--- src/verilog/mc_adapter_pkg.sv ---
// Shared definitions for the memory channel adapter
// Data, address and tag widths, opcode, status-bit and init-state enums,
// and the request and response records carried through the queues

package mc_adapter_pkg;

  // ------------------------------------------------------------
  // Widths
  // ------------------------------------------------------------
  localparam int DATA_WIDTH      = 64;
  localparam int BE_WIDTH        = DATA_WIDTH / 8;
  localparam int HOST_ADDR_WIDTH = 16;
  localparam int MDATA_WIDTH     = 14;
  localparam int STATUS_WIDTH    = 5;

  // ------------------------------------------------------------
  // Enums
  // ------------------------------------------------------------
  typedef enum logic {
    REQ_READ  = 1'b0,
    REQ_WRITE = 1'b1
  } req_op_e;

  // Bit positions inside the status bus
  typedef enum logic [2:0] {
    STAT_CAL_FAIL      = 3'd0,
    STAT_CAL_SUCCESS   = 3'd1,
    STAT_RESET_DONE    = 3'd2,
    STAT_PLL_LOCKED    = 3'd3,
    STAT_RAM_INIT_DONE = 3'd4
  } status_bit_e;

  typedef enum logic {
    INIT_FILL,
    INIT_DONE
  } init_state_e;

  // ------------------------------------------------------------
  // Queue records
  // ------------------------------------------------------------
  // Address is the offset from the base, still at host width
  typedef struct packed {
    req_op_e                    op;
    logic                       write_poison;
    logic [BE_WIDTH-1:0]        byteenable;
    logic [HOST_ADDR_WIDTH-1:0] address;
    logic [DATA_WIDTH-1:0]      writedata;
    logic [MDATA_WIDTH-1:0]     mdata;
  } req_t;

  typedef struct packed {
    logic                   read_poison;
    logic [MDATA_WIDTH-1:0] mdata;
    logic [DATA_WIDTH-1:0]  readdata;
  } rsp_t;

endpackage

--- src/verilog/mc_sync_fifo.sv ---
// Single-clock FIFO built from a register array
// Read and write pointers plus an occupancy count, head shown on pop_data

`timescale 1ns/1ps

module mc_sync_fifo #(
  parameter int WIDTH       = 8,
  parameter int DEPTH_WIDTH = 3
) (
  input  logic             emif_usr_clk,
  input  logic             reset_n_eclk,
  input  logic             push,
  input  logic [WIDTH-1:0] push_data,
  input  logic             pop,
  output logic [WIDTH-1:0] pop_data,
  output logic             empty,
  output logic             full
);

  localparam int DEPTH = 1 << DEPTH_WIDTH;

  logic [WIDTH-1:0]       fifo_mem [DEPTH];
  logic [DEPTH_WIDTH-1:0] wr_ptr;
  logic [DEPTH_WIDTH-1:0] rd_ptr;
  logic [DEPTH_WIDTH:0]   count;
  logic                   do_push;
  logic                   do_pop;

  // A push into a full FIFO or a pop from an empty one is dropped
  assign do_push = push & ~full;
  assign do_pop  = pop & ~empty;

  assign empty = (count == '0);
  // Count never exceeds DEPTH, so its top bit alone marks full
  assign full  = count[DEPTH_WIDTH];

  assign pop_data = fifo_mem[rd_ptr];

  always_ff @(posedge emif_usr_clk) begin
    if (do_push) begin
      fifo_mem[wr_ptr] <= push_data;
    end
  end

  always_ff @(posedge emif_usr_clk) begin
    if (!reset_n_eclk) begin
      wr_ptr <= '0;
      rd_ptr <= '0;
      count  <= '0;
    end else begin
      if (do_push) begin
        wr_ptr <= wr_ptr + 1'b1;
      end
      if (do_pop) begin
        rd_ptr <= rd_ptr + 1'b1;
      end
      case ({do_push, do_pop})
        2'b10:   count <= count + 1'b1;
        2'b01:   count <= count - 1'b1;
        default: count <= count;
      endcase
    end
  end

endmodule

--- src/verilog/mc_req_capture.sv ---
// Host request acceptance and the request queue
// Ready generation, base-relative address translation and req_t packing

`timescale 1ns/1ps

module mc_req_capture
  import mc_adapter_pkg::*;
#(
  parameter int REQ_DEPTH_WIDTH = 3
) (
  input  logic                       emif_usr_clk,
  input  logic                       reset_n_eclk,
  input  logic [HOST_ADDR_WIDTH-1:0] base_addr,
  input  logic                       base_addr_vld,
  input  logic                       read,
  input  logic                       write,
  input  logic                       write_poison,
  input  logic [HOST_ADDR_WIDTH-1:0] address,
  input  logic [DATA_WIDTH-1:0]      writedata,
  input  logic [BE_WIDTH-1:0]        byteenable,
  input  logic [MDATA_WIDTH-1:0]     req_mdata,
  input  logic                       init_done,
  output logic                       ready,
  output req_t                       req_head,
  output logic                       req_empty,
  input  logic                       req_pop
);

  logic                       req_full;
  logic                       accept;
  logic [HOST_ADDR_WIDTH-1:0] addr_offset;
  req_t                       req_in;

  // Ready drops in the same cycle the queue fills
  assign ready  = ~req_full & init_done & base_addr_vld;
  assign accept = ready & (read | write);

  // The base address is held at half resolution, hence the shift
  assign addr_offset = address - {1'b0, base_addr[HOST_ADDR_WIDTH-1:1]};

  always_comb begin
    // Write wins if the host raises both strobes
    req_in.op           = write ? REQ_WRITE : REQ_READ;
    req_in.write_poison = write_poison;
    req_in.byteenable   = byteenable;
    req_in.address      = addr_offset;
    req_in.writedata    = writedata;
    req_in.mdata        = req_mdata;
  end

  mc_sync_fifo #(
    .WIDTH       ($bits(req_t)),
    .DEPTH_WIDTH (REQ_DEPTH_WIDTH)
  ) u_req_fifo (
    .emif_usr_clk (emif_usr_clk),
    .reset_n_eclk (reset_n_eclk),
    .push         (accept),
    .push_data    (req_in),
    .pop          (req_pop),
    .pop_data     (req_head),
    .empty        (req_empty),
    .full         (req_full)
  );

endmodule

--- src/verilog/mc_init_status.sv ---
// Zero-fill RAM init sequencer and the five-bit status register

`timescale 1ns/1ps

module mc_init_status
  import mc_adapter_pkg::*;
#(
  parameter int MEM_ADDR_WIDTH = 6
) (
  input  logic                      emif_usr_clk,
  input  logic                      reset_n_eclk,
  input  logic                      mem_ready,
  input  logic                      emif_cal_fail,
  input  logic                      emif_cal_success,
  input  logic                      emif_reset_done,
  input  logic                      emif_pll_locked,
  output logic                      init_done,
  output logic [MEM_ADDR_WIDTH-1:0] init_addr,
  output logic [STATUS_WIDTH-1:0]   status
);

  init_state_e state;
  init_state_e state_next;
  logic        fill_step;

  // ------------------------------------------------------------
  // Init sequencer
  // ------------------------------------------------------------
  // One address per edge on which the memory takes the fill write
  assign fill_step = (state == INIT_FILL) & mem_ready;

  always_comb begin
    state_next = state;
    if (fill_step && (init_addr == '1)) begin
      state_next = INIT_DONE;
    end
  end

  assign init_done = (state == INIT_DONE);

  // The fill command is also shown while reset is held, with the
  // address pinned at 0 until reset is released
  always_ff @(posedge emif_usr_clk) begin
    if (!reset_n_eclk) begin
      state     <= INIT_FILL;
      init_addr <= '0;
    end else begin
      state <= state_next;
      if (fill_step) begin
        init_addr <= init_addr + 1'b1;
      end
    end
  end

  // ------------------------------------------------------------
  // Status register
  // ------------------------------------------------------------
  always_ff @(posedge emif_usr_clk) begin
    if (!reset_n_eclk) begin
      status <= '0;
    end else begin
      status[STAT_CAL_FAIL]    <= emif_cal_fail;
      status[STAT_CAL_SUCCESS] <= emif_cal_success;
      status[STAT_RESET_DONE]  <= emif_reset_done;
      status[STAT_PLL_LOCKED]  <= emif_pll_locked;
      // Set on the same edge as init_done so ready never leads it
      status[STAT_RAM_INIT_DONE] <= (state_next == INIT_DONE);
    end
  end

endmodule

--- src/verilog/mc_mem_issue.sv ---
// Memory command port driver
// Muxes zero-fill writes during init and queued requests afterwards

`timescale 1ns/1ps

module mc_mem_issue
  import mc_adapter_pkg::*;
#(
  parameter int MEM_ADDR_WIDTH = 6
) (
  input  logic                      init_done,
  input  logic [MEM_ADDR_WIDTH-1:0] init_addr,
  input  logic                      mem_ready,
  input  req_t                      req_head,
  input  logic                      req_empty,
  output logic                      req_pop,
  output logic                      mem_read,
  output logic                      mem_write,
  output logic [MEM_ADDR_WIDTH-1:0] mem_address,
  output logic [DATA_WIDTH-1:0]     mem_writedata,
  output logic [BE_WIDTH-1:0]       mem_byteenable,
  output logic                      mem_write_poison,
  output logic                      read_taken,
  output logic [MDATA_WIDTH-1:0]    read_mdata
);

  logic head_valid;

  assign head_valid = ~req_empty;

  // Commands come straight from the queue head, so a command is held
  // for as long as mem_ready stays low and the head is not popped
  always_comb begin
    if (!init_done) begin
      mem_read         = 1'b0;
      mem_write        = 1'b1;
      mem_address      = init_addr;
      mem_writedata    = '0;
      mem_byteenable   = '1;
      mem_write_poison = 1'b0;
      req_pop          = 1'b0;
    end else begin
      mem_read         = head_valid & (req_head.op == REQ_READ);
      mem_write        = head_valid & (req_head.op == REQ_WRITE);
      mem_address      = req_head.address[MEM_ADDR_WIDTH-1:0];
      mem_writedata    = req_head.writedata;
      mem_byteenable   = req_head.byteenable;
      mem_write_poison = req_head.write_poison;
      req_pop          = head_valid & mem_ready;
    end
  end

  // Tag of a read goes to the response side on the edge it is taken
  assign read_taken = mem_read & mem_ready;
  assign read_mdata = req_head.mdata;

endmodule

--- src/verilog/mc_rsp_path.sv ---
// Response side with the read-tag queue, response queue and host outputs
// Memory returns reads in order, so each word pairs with the oldest tag

`timescale 1ns/1ps

module mc_rsp_path
  import mc_adapter_pkg::*;
#(
  parameter int RSP_DEPTH_WIDTH = 4
) (
  input  logic                   emif_usr_clk,
  input  logic                   reset_n_eclk,
  input  logic                   read_taken,
  input  logic [MDATA_WIDTH-1:0] read_mdata,
  input  logic                   mem_readdatavalid,
  input  logic [DATA_WIDTH-1:0]  mem_readdata,
  input  logic                   mem_read_poison,
  output logic                   readdatavalid,
  output logic [DATA_WIDTH-1:0]  readdata,
  output logic [MDATA_WIDTH-1:0] rsp_mdata,
  output logic                   read_poison
);

  logic [MDATA_WIDTH-1:0] tag_head;
  logic                   rsp_empty;
  rsp_t                   rsp_in;
  rsp_t                   rsp_head;

  mc_sync_fifo #(
    .WIDTH       (MDATA_WIDTH),
    .DEPTH_WIDTH (RSP_DEPTH_WIDTH)
  ) u_tag_fifo (
    .emif_usr_clk (emif_usr_clk),
    .reset_n_eclk (reset_n_eclk),
    .push         (read_taken),
    .push_data    (read_mdata),
    .pop          (mem_readdatavalid),
    .pop_data     (tag_head),
    .empty        (),
    .full         ()
  );

  always_comb begin
    rsp_in.read_poison = mem_read_poison;
    rsp_in.mdata       = tag_head;
    rsp_in.readdata    = mem_readdata;
  end

  // There is no back-pressure toward the memory, so the queue drains every cycle
  mc_sync_fifo #(
    .WIDTH       ($bits(rsp_t)),
    .DEPTH_WIDTH (RSP_DEPTH_WIDTH)
  ) u_rsp_fifo (
    .emif_usr_clk (emif_usr_clk),
    .reset_n_eclk (reset_n_eclk),
    .push         (mem_readdatavalid),
    .push_data    (rsp_in),
    .pop          (~rsp_empty),
    .pop_data     (rsp_head),
    .empty        (rsp_empty),
    .full         ()
  );

  assign readdatavalid = ~rsp_empty;
  assign readdata      = rsp_head.readdata;
  assign rsp_mdata     = rsp_head.mdata;
  assign read_poison   = rsp_head.read_poison;

endmodule

--- src/verilog/mc_channel_adapter.sv ---
// Memory channel adapter top level
// Host request and response ports, memory command port and status bus

`timescale 1ns/1ps

module mc_channel_adapter
  import mc_adapter_pkg::*;
#(
  parameter int MEM_ADDR_WIDTH  = 6,
  parameter int REQ_DEPTH_WIDTH = 3,
  parameter int RSP_DEPTH_WIDTH = 4
) (
  input  logic                       emif_usr_clk,
  input  logic                       reset_n_eclk,

  // Host side
  input  logic [HOST_ADDR_WIDTH-1:0] base_addr,
  input  logic                       base_addr_vld,
  output logic                       ready,
  input  logic                       read,
  input  logic                       write,
  input  logic                       write_poison,
  input  logic [HOST_ADDR_WIDTH-1:0] address,
  input  logic [MDATA_WIDTH-1:0]     req_mdata,
  input  logic [DATA_WIDTH-1:0]      writedata,
  input  logic [BE_WIDTH-1:0]        byteenable,
  output logic [DATA_WIDTH-1:0]      readdata,
  output logic [MDATA_WIDTH-1:0]     rsp_mdata,
  output logic                       read_poison,
  output logic                       readdatavalid,

  // Controller status
  input  logic                       emif_pll_locked,
  input  logic                       emif_reset_done,
  input  logic                       emif_cal_success,
  input  logic                       emif_cal_fail,
  output logic [STATUS_WIDTH-1:0]    status,

  // Memory command port
  input  logic                       mem_ready,
  output logic                       mem_read,
  output logic                       mem_write,
  output logic [MEM_ADDR_WIDTH-1:0]  mem_address,
  output logic [DATA_WIDTH-1:0]      mem_writedata,
  output logic [BE_WIDTH-1:0]        mem_byteenable,
  output logic                       mem_write_poison,
  input  logic                       mem_readdatavalid,
  input  logic [DATA_WIDTH-1:0]      mem_readdata,
  input  logic                       mem_read_poison
);

  logic                      init_done;
  logic [MEM_ADDR_WIDTH-1:0] init_addr;
  req_t                      req_head;
  logic                      req_empty;
  logic                      req_pop;
  logic                      read_taken;
  logic [MDATA_WIDTH-1:0]    read_mdata;

  mc_req_capture #(
    .REQ_DEPTH_WIDTH (REQ_DEPTH_WIDTH)
  ) u_req_capture (
    .emif_usr_clk  (emif_usr_clk),
    .reset_n_eclk  (reset_n_eclk),
    .base_addr     (base_addr),
    .base_addr_vld (base_addr_vld),
    .read          (read),
    .write         (write),
    .write_poison  (write_poison),
    .address       (address),
    .writedata     (writedata),
    .byteenable    (byteenable),
    .req_mdata     (req_mdata),
    .init_done     (init_done),
    .ready         (ready),
    .req_head      (req_head),
    .req_empty     (req_empty),
    .req_pop       (req_pop)
  );

  mc_init_status #(
    .MEM_ADDR_WIDTH (MEM_ADDR_WIDTH)
  ) u_init_status (
    .emif_usr_clk     (emif_usr_clk),
    .reset_n_eclk     (reset_n_eclk),
    .mem_ready        (mem_ready),
    .emif_cal_fail    (emif_cal_fail),
    .emif_cal_success (emif_cal_success),
    .emif_reset_done  (emif_reset_done),
    .emif_pll_locked  (emif_pll_locked),
    .init_done        (init_done),
    .init_addr        (init_addr),
    .status           (status)
  );

  mc_mem_issue #(
    .MEM_ADDR_WIDTH (MEM_ADDR_WIDTH)
  ) u_mem_issue (
    .init_done        (init_done),
    .init_addr        (init_addr),
    .mem_ready        (mem_ready),
    .req_head         (req_head),
    .req_empty        (req_empty),
    .req_pop          (req_pop),
    .mem_read         (mem_read),
    .mem_write        (mem_write),
    .mem_address      (mem_address),
    .mem_writedata    (mem_writedata),
    .mem_byteenable   (mem_byteenable),
    .mem_write_poison (mem_write_poison),
    .read_taken       (read_taken),
    .read_mdata       (read_mdata)
  );

  mc_rsp_path #(
    .RSP_DEPTH_WIDTH (RSP_DEPTH_WIDTH)
  ) u_rsp_path (
    .emif_usr_clk      (emif_usr_clk),
    .reset_n_eclk      (reset_n_eclk),
    .read_taken        (read_taken),
    .read_mdata        (read_mdata),
    .mem_readdatavalid (mem_readdatavalid),
    .mem_readdata      (mem_readdata),
    .mem_read_poison   (mem_read_poison),
    .readdatavalid     (readdatavalid),
    .readdata          (readdata),
    .rsp_mdata         (rsp_mdata),
    .read_poison       (read_poison)
  );

endmodule

--- config.mk ---
export PLATFORM = sky130hd
export DESIGN_NAME = mc_channel_adapter
export DESIGN_NICKNAME = d
export VERILOG_FILES = /design/src/verilog/mc_adapter_pkg.sv /design/src/verilog/mc_sync_fifo.sv /design/src/verilog/mc_req_capture.sv /design/src/verilog/mc_init_status.sv /design/src/verilog/mc_mem_issue.sv /design/src/verilog/mc_rsp_path.sv /design/src/verilog/mc_channel_adapter.sv
export SDC_FILE = /design/constraint.sdc
export NUM_CORES = 2
export LEC_CHECK = 0
export BUFFER_PORTS_ARGS = -buffer_cell sky130_fd_sc_hd__buf_2
export CORE_MARGIN = 3
export CORE_UTILIZATION = 35
export DETAILED_ROUTE_END_ITERATION = 6
export GPL_TIMING_DRIVEN = 0
export PLACE_DENSITY_LB_ADDON = 0.25
export REMOVE_ABC_BUFFERS = 1
export SLEW_MARGIN = 20
export SYNTH_ARGS = -nofsm -noshare
export SYNTH_HDL_FRONTEND = slang
export SYNTH_SLANG_ARGS = --single-unit
export TNS_END_PERCENT = 1
--- constraint.sdc ---
create_clock -name emif_usr_clk -period 13.7 [get_ports emif_usr_clk]
set_clock_uncertainty 0.1 [all_clocks]
set_input_delay 0.685 -clock emif_usr_clk [delete_from_list [all_inputs] [get_ports emif_usr_clk]]
set_output_delay 0.685 -clock emif_usr_clk [all_outputs]
set_load 0.03 [all_outputs]
==> impl_summary.log <==
INFO  metric fin_util = 0.428
INFO  metric yosysTopAreaCellShare = 0.770
INFO  metric fp.dieArea = 256,000 sq um
INFO  metric rsz_0062_raised_after_global_routing = no
INFO  metric hold_path_class = primary input to flop
INFO  metric highest_layer = met5
INFO  metric route.met2.wl = 98.8 mm
INFO  metric root_buffer = clkbuf_16
INFO  metric regArea = 68,500 sq um
INFO  metric clock-sinks = 2,298
INFO  metric cp_cell_sequence = buf_16 > buf_16 > buf_12 > buf_16 > mux4_2 > mux4_2 > buf_2
INFO  metric drive_above_1_share = 0.366
INFO  metric grt_first_pass_wirelength = 299 mm
INFO  metric finish.net_count = 4,623
INFO  metric initial_utilization = 0.354
INFO  metric cp_top_family = buffers and inverters
INFO  metric ctsHtreeMaxLevel = 4
INFO  metric synth.top_cells.by_count = edfxtp_1 (2,240), mux4_2 (652), clkbuf_1 (117)
INFO  metric num_rows = 182
INFO  metric share_of_synthesized_flip_flops_with_an_asynchronous_set_or_reset = 0
INFO  metric via_count = 40.1k
INFO  metric worst_setup_hold_path_clk_slew = 0.06 ns
INFO  metric most_frequent_cell_after_synthesis = edfxtp_1
INFO  metric hpwlAfterDp = 129 mm
INFO  metric routed_via_density = 5.05
INFO  metric timing.critical_path.arrival = 3.91 ns
INFO  metric synth.largest_area_cell = edfxtp_1
INFO  metric timing.max_cap.violations = 0
INFO  metric report.power.total = 16,700 uW
INFO  metric power_density = 158 nW/um^2
INFO  metric cts_hold_buf = 92
INFO  metric syn_inst = 3,622
INFO  metric max_freq = 213 MHz
INFO  metric first_iter_violations = 3,126
INFO  metric clk-insertion-delay-late = 0.85 ns
INFO  metric numCtsBuffers = 231
INFO  metric report.final.hold_viol_count = 0
INFO  metric grt_antenna_before_repair = 45
INFO  metric ys_dominant_reg_cell = edfxtp_1
INFO  metric die_outline_width = 506 microns
INFO  metric port-buffer-count = 341
INFO  metric overall_fraction_of_global_route_tracks_in_use = 0.158
INFO  metric cts.repair.resized = 0
INFO  metric timing_worst_slew_pin_value = 1.10 ns
INFO  metric min_from = mem_readdata[44]
INFO  metric syn-mean-instance-area = 24.1 sq um
INFO  metric status = complete, no violations
INFO  metric netlist_top_cells_area = edfxtp_1 (77%), mux4_2 (17%), dfxtp_1 (1.3%)
INFO  metric gp_congestion = 0.679
INFO  metric power_leakage = 0.0331 uW
INFO  metric synth-edff-count = 2,240
INFO  metric core = 247,000 sq um
INFO  metric floorplan.die.height = 506 microns
INFO  metric drt-total-wl = 203 mm
INFO  metric first_global_vias = 42.7k
INFO  metric pin_count_of_the_biggest_net_entering_global_routing = 50
INFO  metric routedWlPerCell = 25.6 microns
INFO  metric cpMaxStageDelayCell = dfxtp_4
INFO  metric tritoncts = yes
INFO  metric synth_seq_area_share = 0.783
INFO  metric endpoint_kind = output port
INFO  metric ctsLongestPathBuffers = 3
INFO  metric detail-route-antenna-nets = 0
INFO  metric synth-seq-cells = 2,298
INFO  metric met1_length = 86.5 mm
INFO  metric wl_met3 = 14.3 mm
INFO  metric multi_input_comb_area = 18,300 sq um
INFO  metric critical_path_required = 12.91 ns
INFO  metric synth_area = 87,400 sq um
INFO  metric power.ir.vdd_worst = 120 uV
INFO  metric critical_path.max_fanout = 41
INFO  metric number_of_placed_i_o_pins = 362
INFO  metric path_buf_inv = 5
INFO  metric yosysWarningCount = 0
INFO  metric final-setup-viol-count = 0
INFO  metric finalWorstPathRequiredPeriod = 4.69 ns
INFO  metric start_kind = flop
INFO  metric gr-total-overflow = 0
INFO  metric layout.filler_cells = 21.1k
INFO  metric criticalPathCategory = flop to output port
INFO  metric path_common_cell = buf_16
INFO  metric slew_limit_headroom = 0.264
INFO  metric slew_violations = 0
INFO  metric cts.repair_timing.setup_buffer_count = 0
INFO  metric firstDrtPassIters = 6
INFO  metric syn2layout_area_growth = 21.0%
INFO  metric synth.lib_cells_used.distinct = 53
INFO  metric max_stage_delay = 0.78 ns
INFO  metric post-route-period-util = 0.342
INFO  metric drc = 0
power by group:
group | leakage (uW) | switching, uW | total (uW) | internal [uW]
combinational | 0.00879 | 1390 | 2610 | 1220
sequential | 0.0207 | 70.6 | 7890 | 7820
clock | 0.00363 | 2670 | 6190 | 3520
cells by family after synthesis:
logic type / after synthesis / synth area share
AOI/OAI and AO/OA: 51 / 0.00342
adders and majority gates: 31 / 0.00470
DFF: 2298 / 0.783
muxes: 763 / 0.181
buffers and inverters: 214 / 0.0101
and+or+nand+nor: 238 / 0.0149
xor gates and xnor gates: 27 / 0.00271
metal layers:
layer | up-vias | track usage
met5 | - | 0
met4 | 20 | 0.0332
met3 | 273 | 0.0407
met2 | 1043 | 0.257
met1 | 21627 | 0.215
li1 | 17103 | -
path summary, 6_finish.rpt:
path              slack [ns]  cells past startpoint                                     end
setup / recovery        9.01                      7                            readdata[61]
hold / removal          0.11                      1  u_rsp_path.u_rsp_fifo.fifo_mem[12][44]
setup reg to reg        9.42                     12          u_rsp_path.u_tag_fifo.count[2]
hold reg to reg         0.39                      2         u_rsp_path.u_rsp_fifo.rd_ptr[3]
worst register-to-register path, delay by kind of cell (launching register included):
family,cells,cell delay [ns]
buffers and inverters,2,0.60
and+or+nand+nor,2,0.66
muxes,2,0.94
adders and majority gates,2,0.60
AOI/OAI and AO/OA,2,0.37
xor gates and xnor gates,2,0.30
DFF,1,0.65
layout make-up:
| class | count | area share |
|---|---|---|
| well taps | 3312 | 0.0392 |
| multi-input cells | 1110 | 0.173 |
| inverters | 26 | 0.000923 |
| repair buffers | 730 | 0.0681 |
| clock buffers | 281 | 0.0568 |
| flip-flops and latches | 2298 | 0.647 |
| diodes | 28 | 0.000663 |
| clock inverters | 154 | 0.0139 |
placed cells by master, fill, tap and decap left out, types with 7 or more instances in the layout:
| cell type | instances |
|---|---|
| bufinv_16 | 21 |
| clkinvlp_4 | 7 |
| buf_12 | 57 |
| nor3_2 | 8 |
| nand2_1 | 33 |
| ha_1 | 28 |
| diode_2 | 28 |
| dlygate4sd3_1 | 92 |
| o21ai_1 | 7 |
| nand2b_1 | 8 |
| buf_4 | 116 |
| dfxtp_4 | 10 |
| clkinv_2 | 38 |
| clkbuf_16 | 233 |
| buf_6 | 23 |
| clkinv_1 | 63 |
| buf_2 | 359 |
| buf_16 | 77 |
| a21oi_1 | 22 |
| inv_1 | 22 |
| inv_6 | 8 |
| mux4_2 | 652 |
| nor2_1 | 49 |
| edfxtp_1 | 2240 |
| dfxtp_1 | 47 |
| mux2_2 | 14 |
| mux2i_1 | 93 |
| clkbuf_1 | 48 |
| nand3_1 | 7 |
| xor2_1 | 21 |
| nor2_4 | 18 |
| nor2b_1 | 70 |
per-stage QoR:
stage	hold slack, ns	setup TNS [ns]	worst slack (ns)	instance area (sq um)	std cells
final	0.112	0	9.01	106000	7939
after global routing	0.0437	0	8.78	106000	7918
after CTS	0.0175	0	8.82	106000	7911
after detailed placement	0.368	0	9.38	97300	7384
after global placement	0.392	-5402.40	-11.78	92400	7087
after floorplan	0.350	-93.61	-1.18	86600	3434
registers in the layout, indices dropped and copies added (netlist names), 5 cells and up, named ones only:
register / count
u_rsp_path.u_rsp_fifo.count: 5
u_init_status.init_addr: 6
u_req_capture.u_req_fifo.fifo_mem: 752
u_init_status.status: 5
u_rsp_path.u_tag_fifo.fifo_mem: 224
u_rsp_path.u_rsp_fifo.fifo_mem: 1264
u_rsp_path.u_tag_fifo.count: 5
No activity file was read; power rests on OpenSTA's default activity.
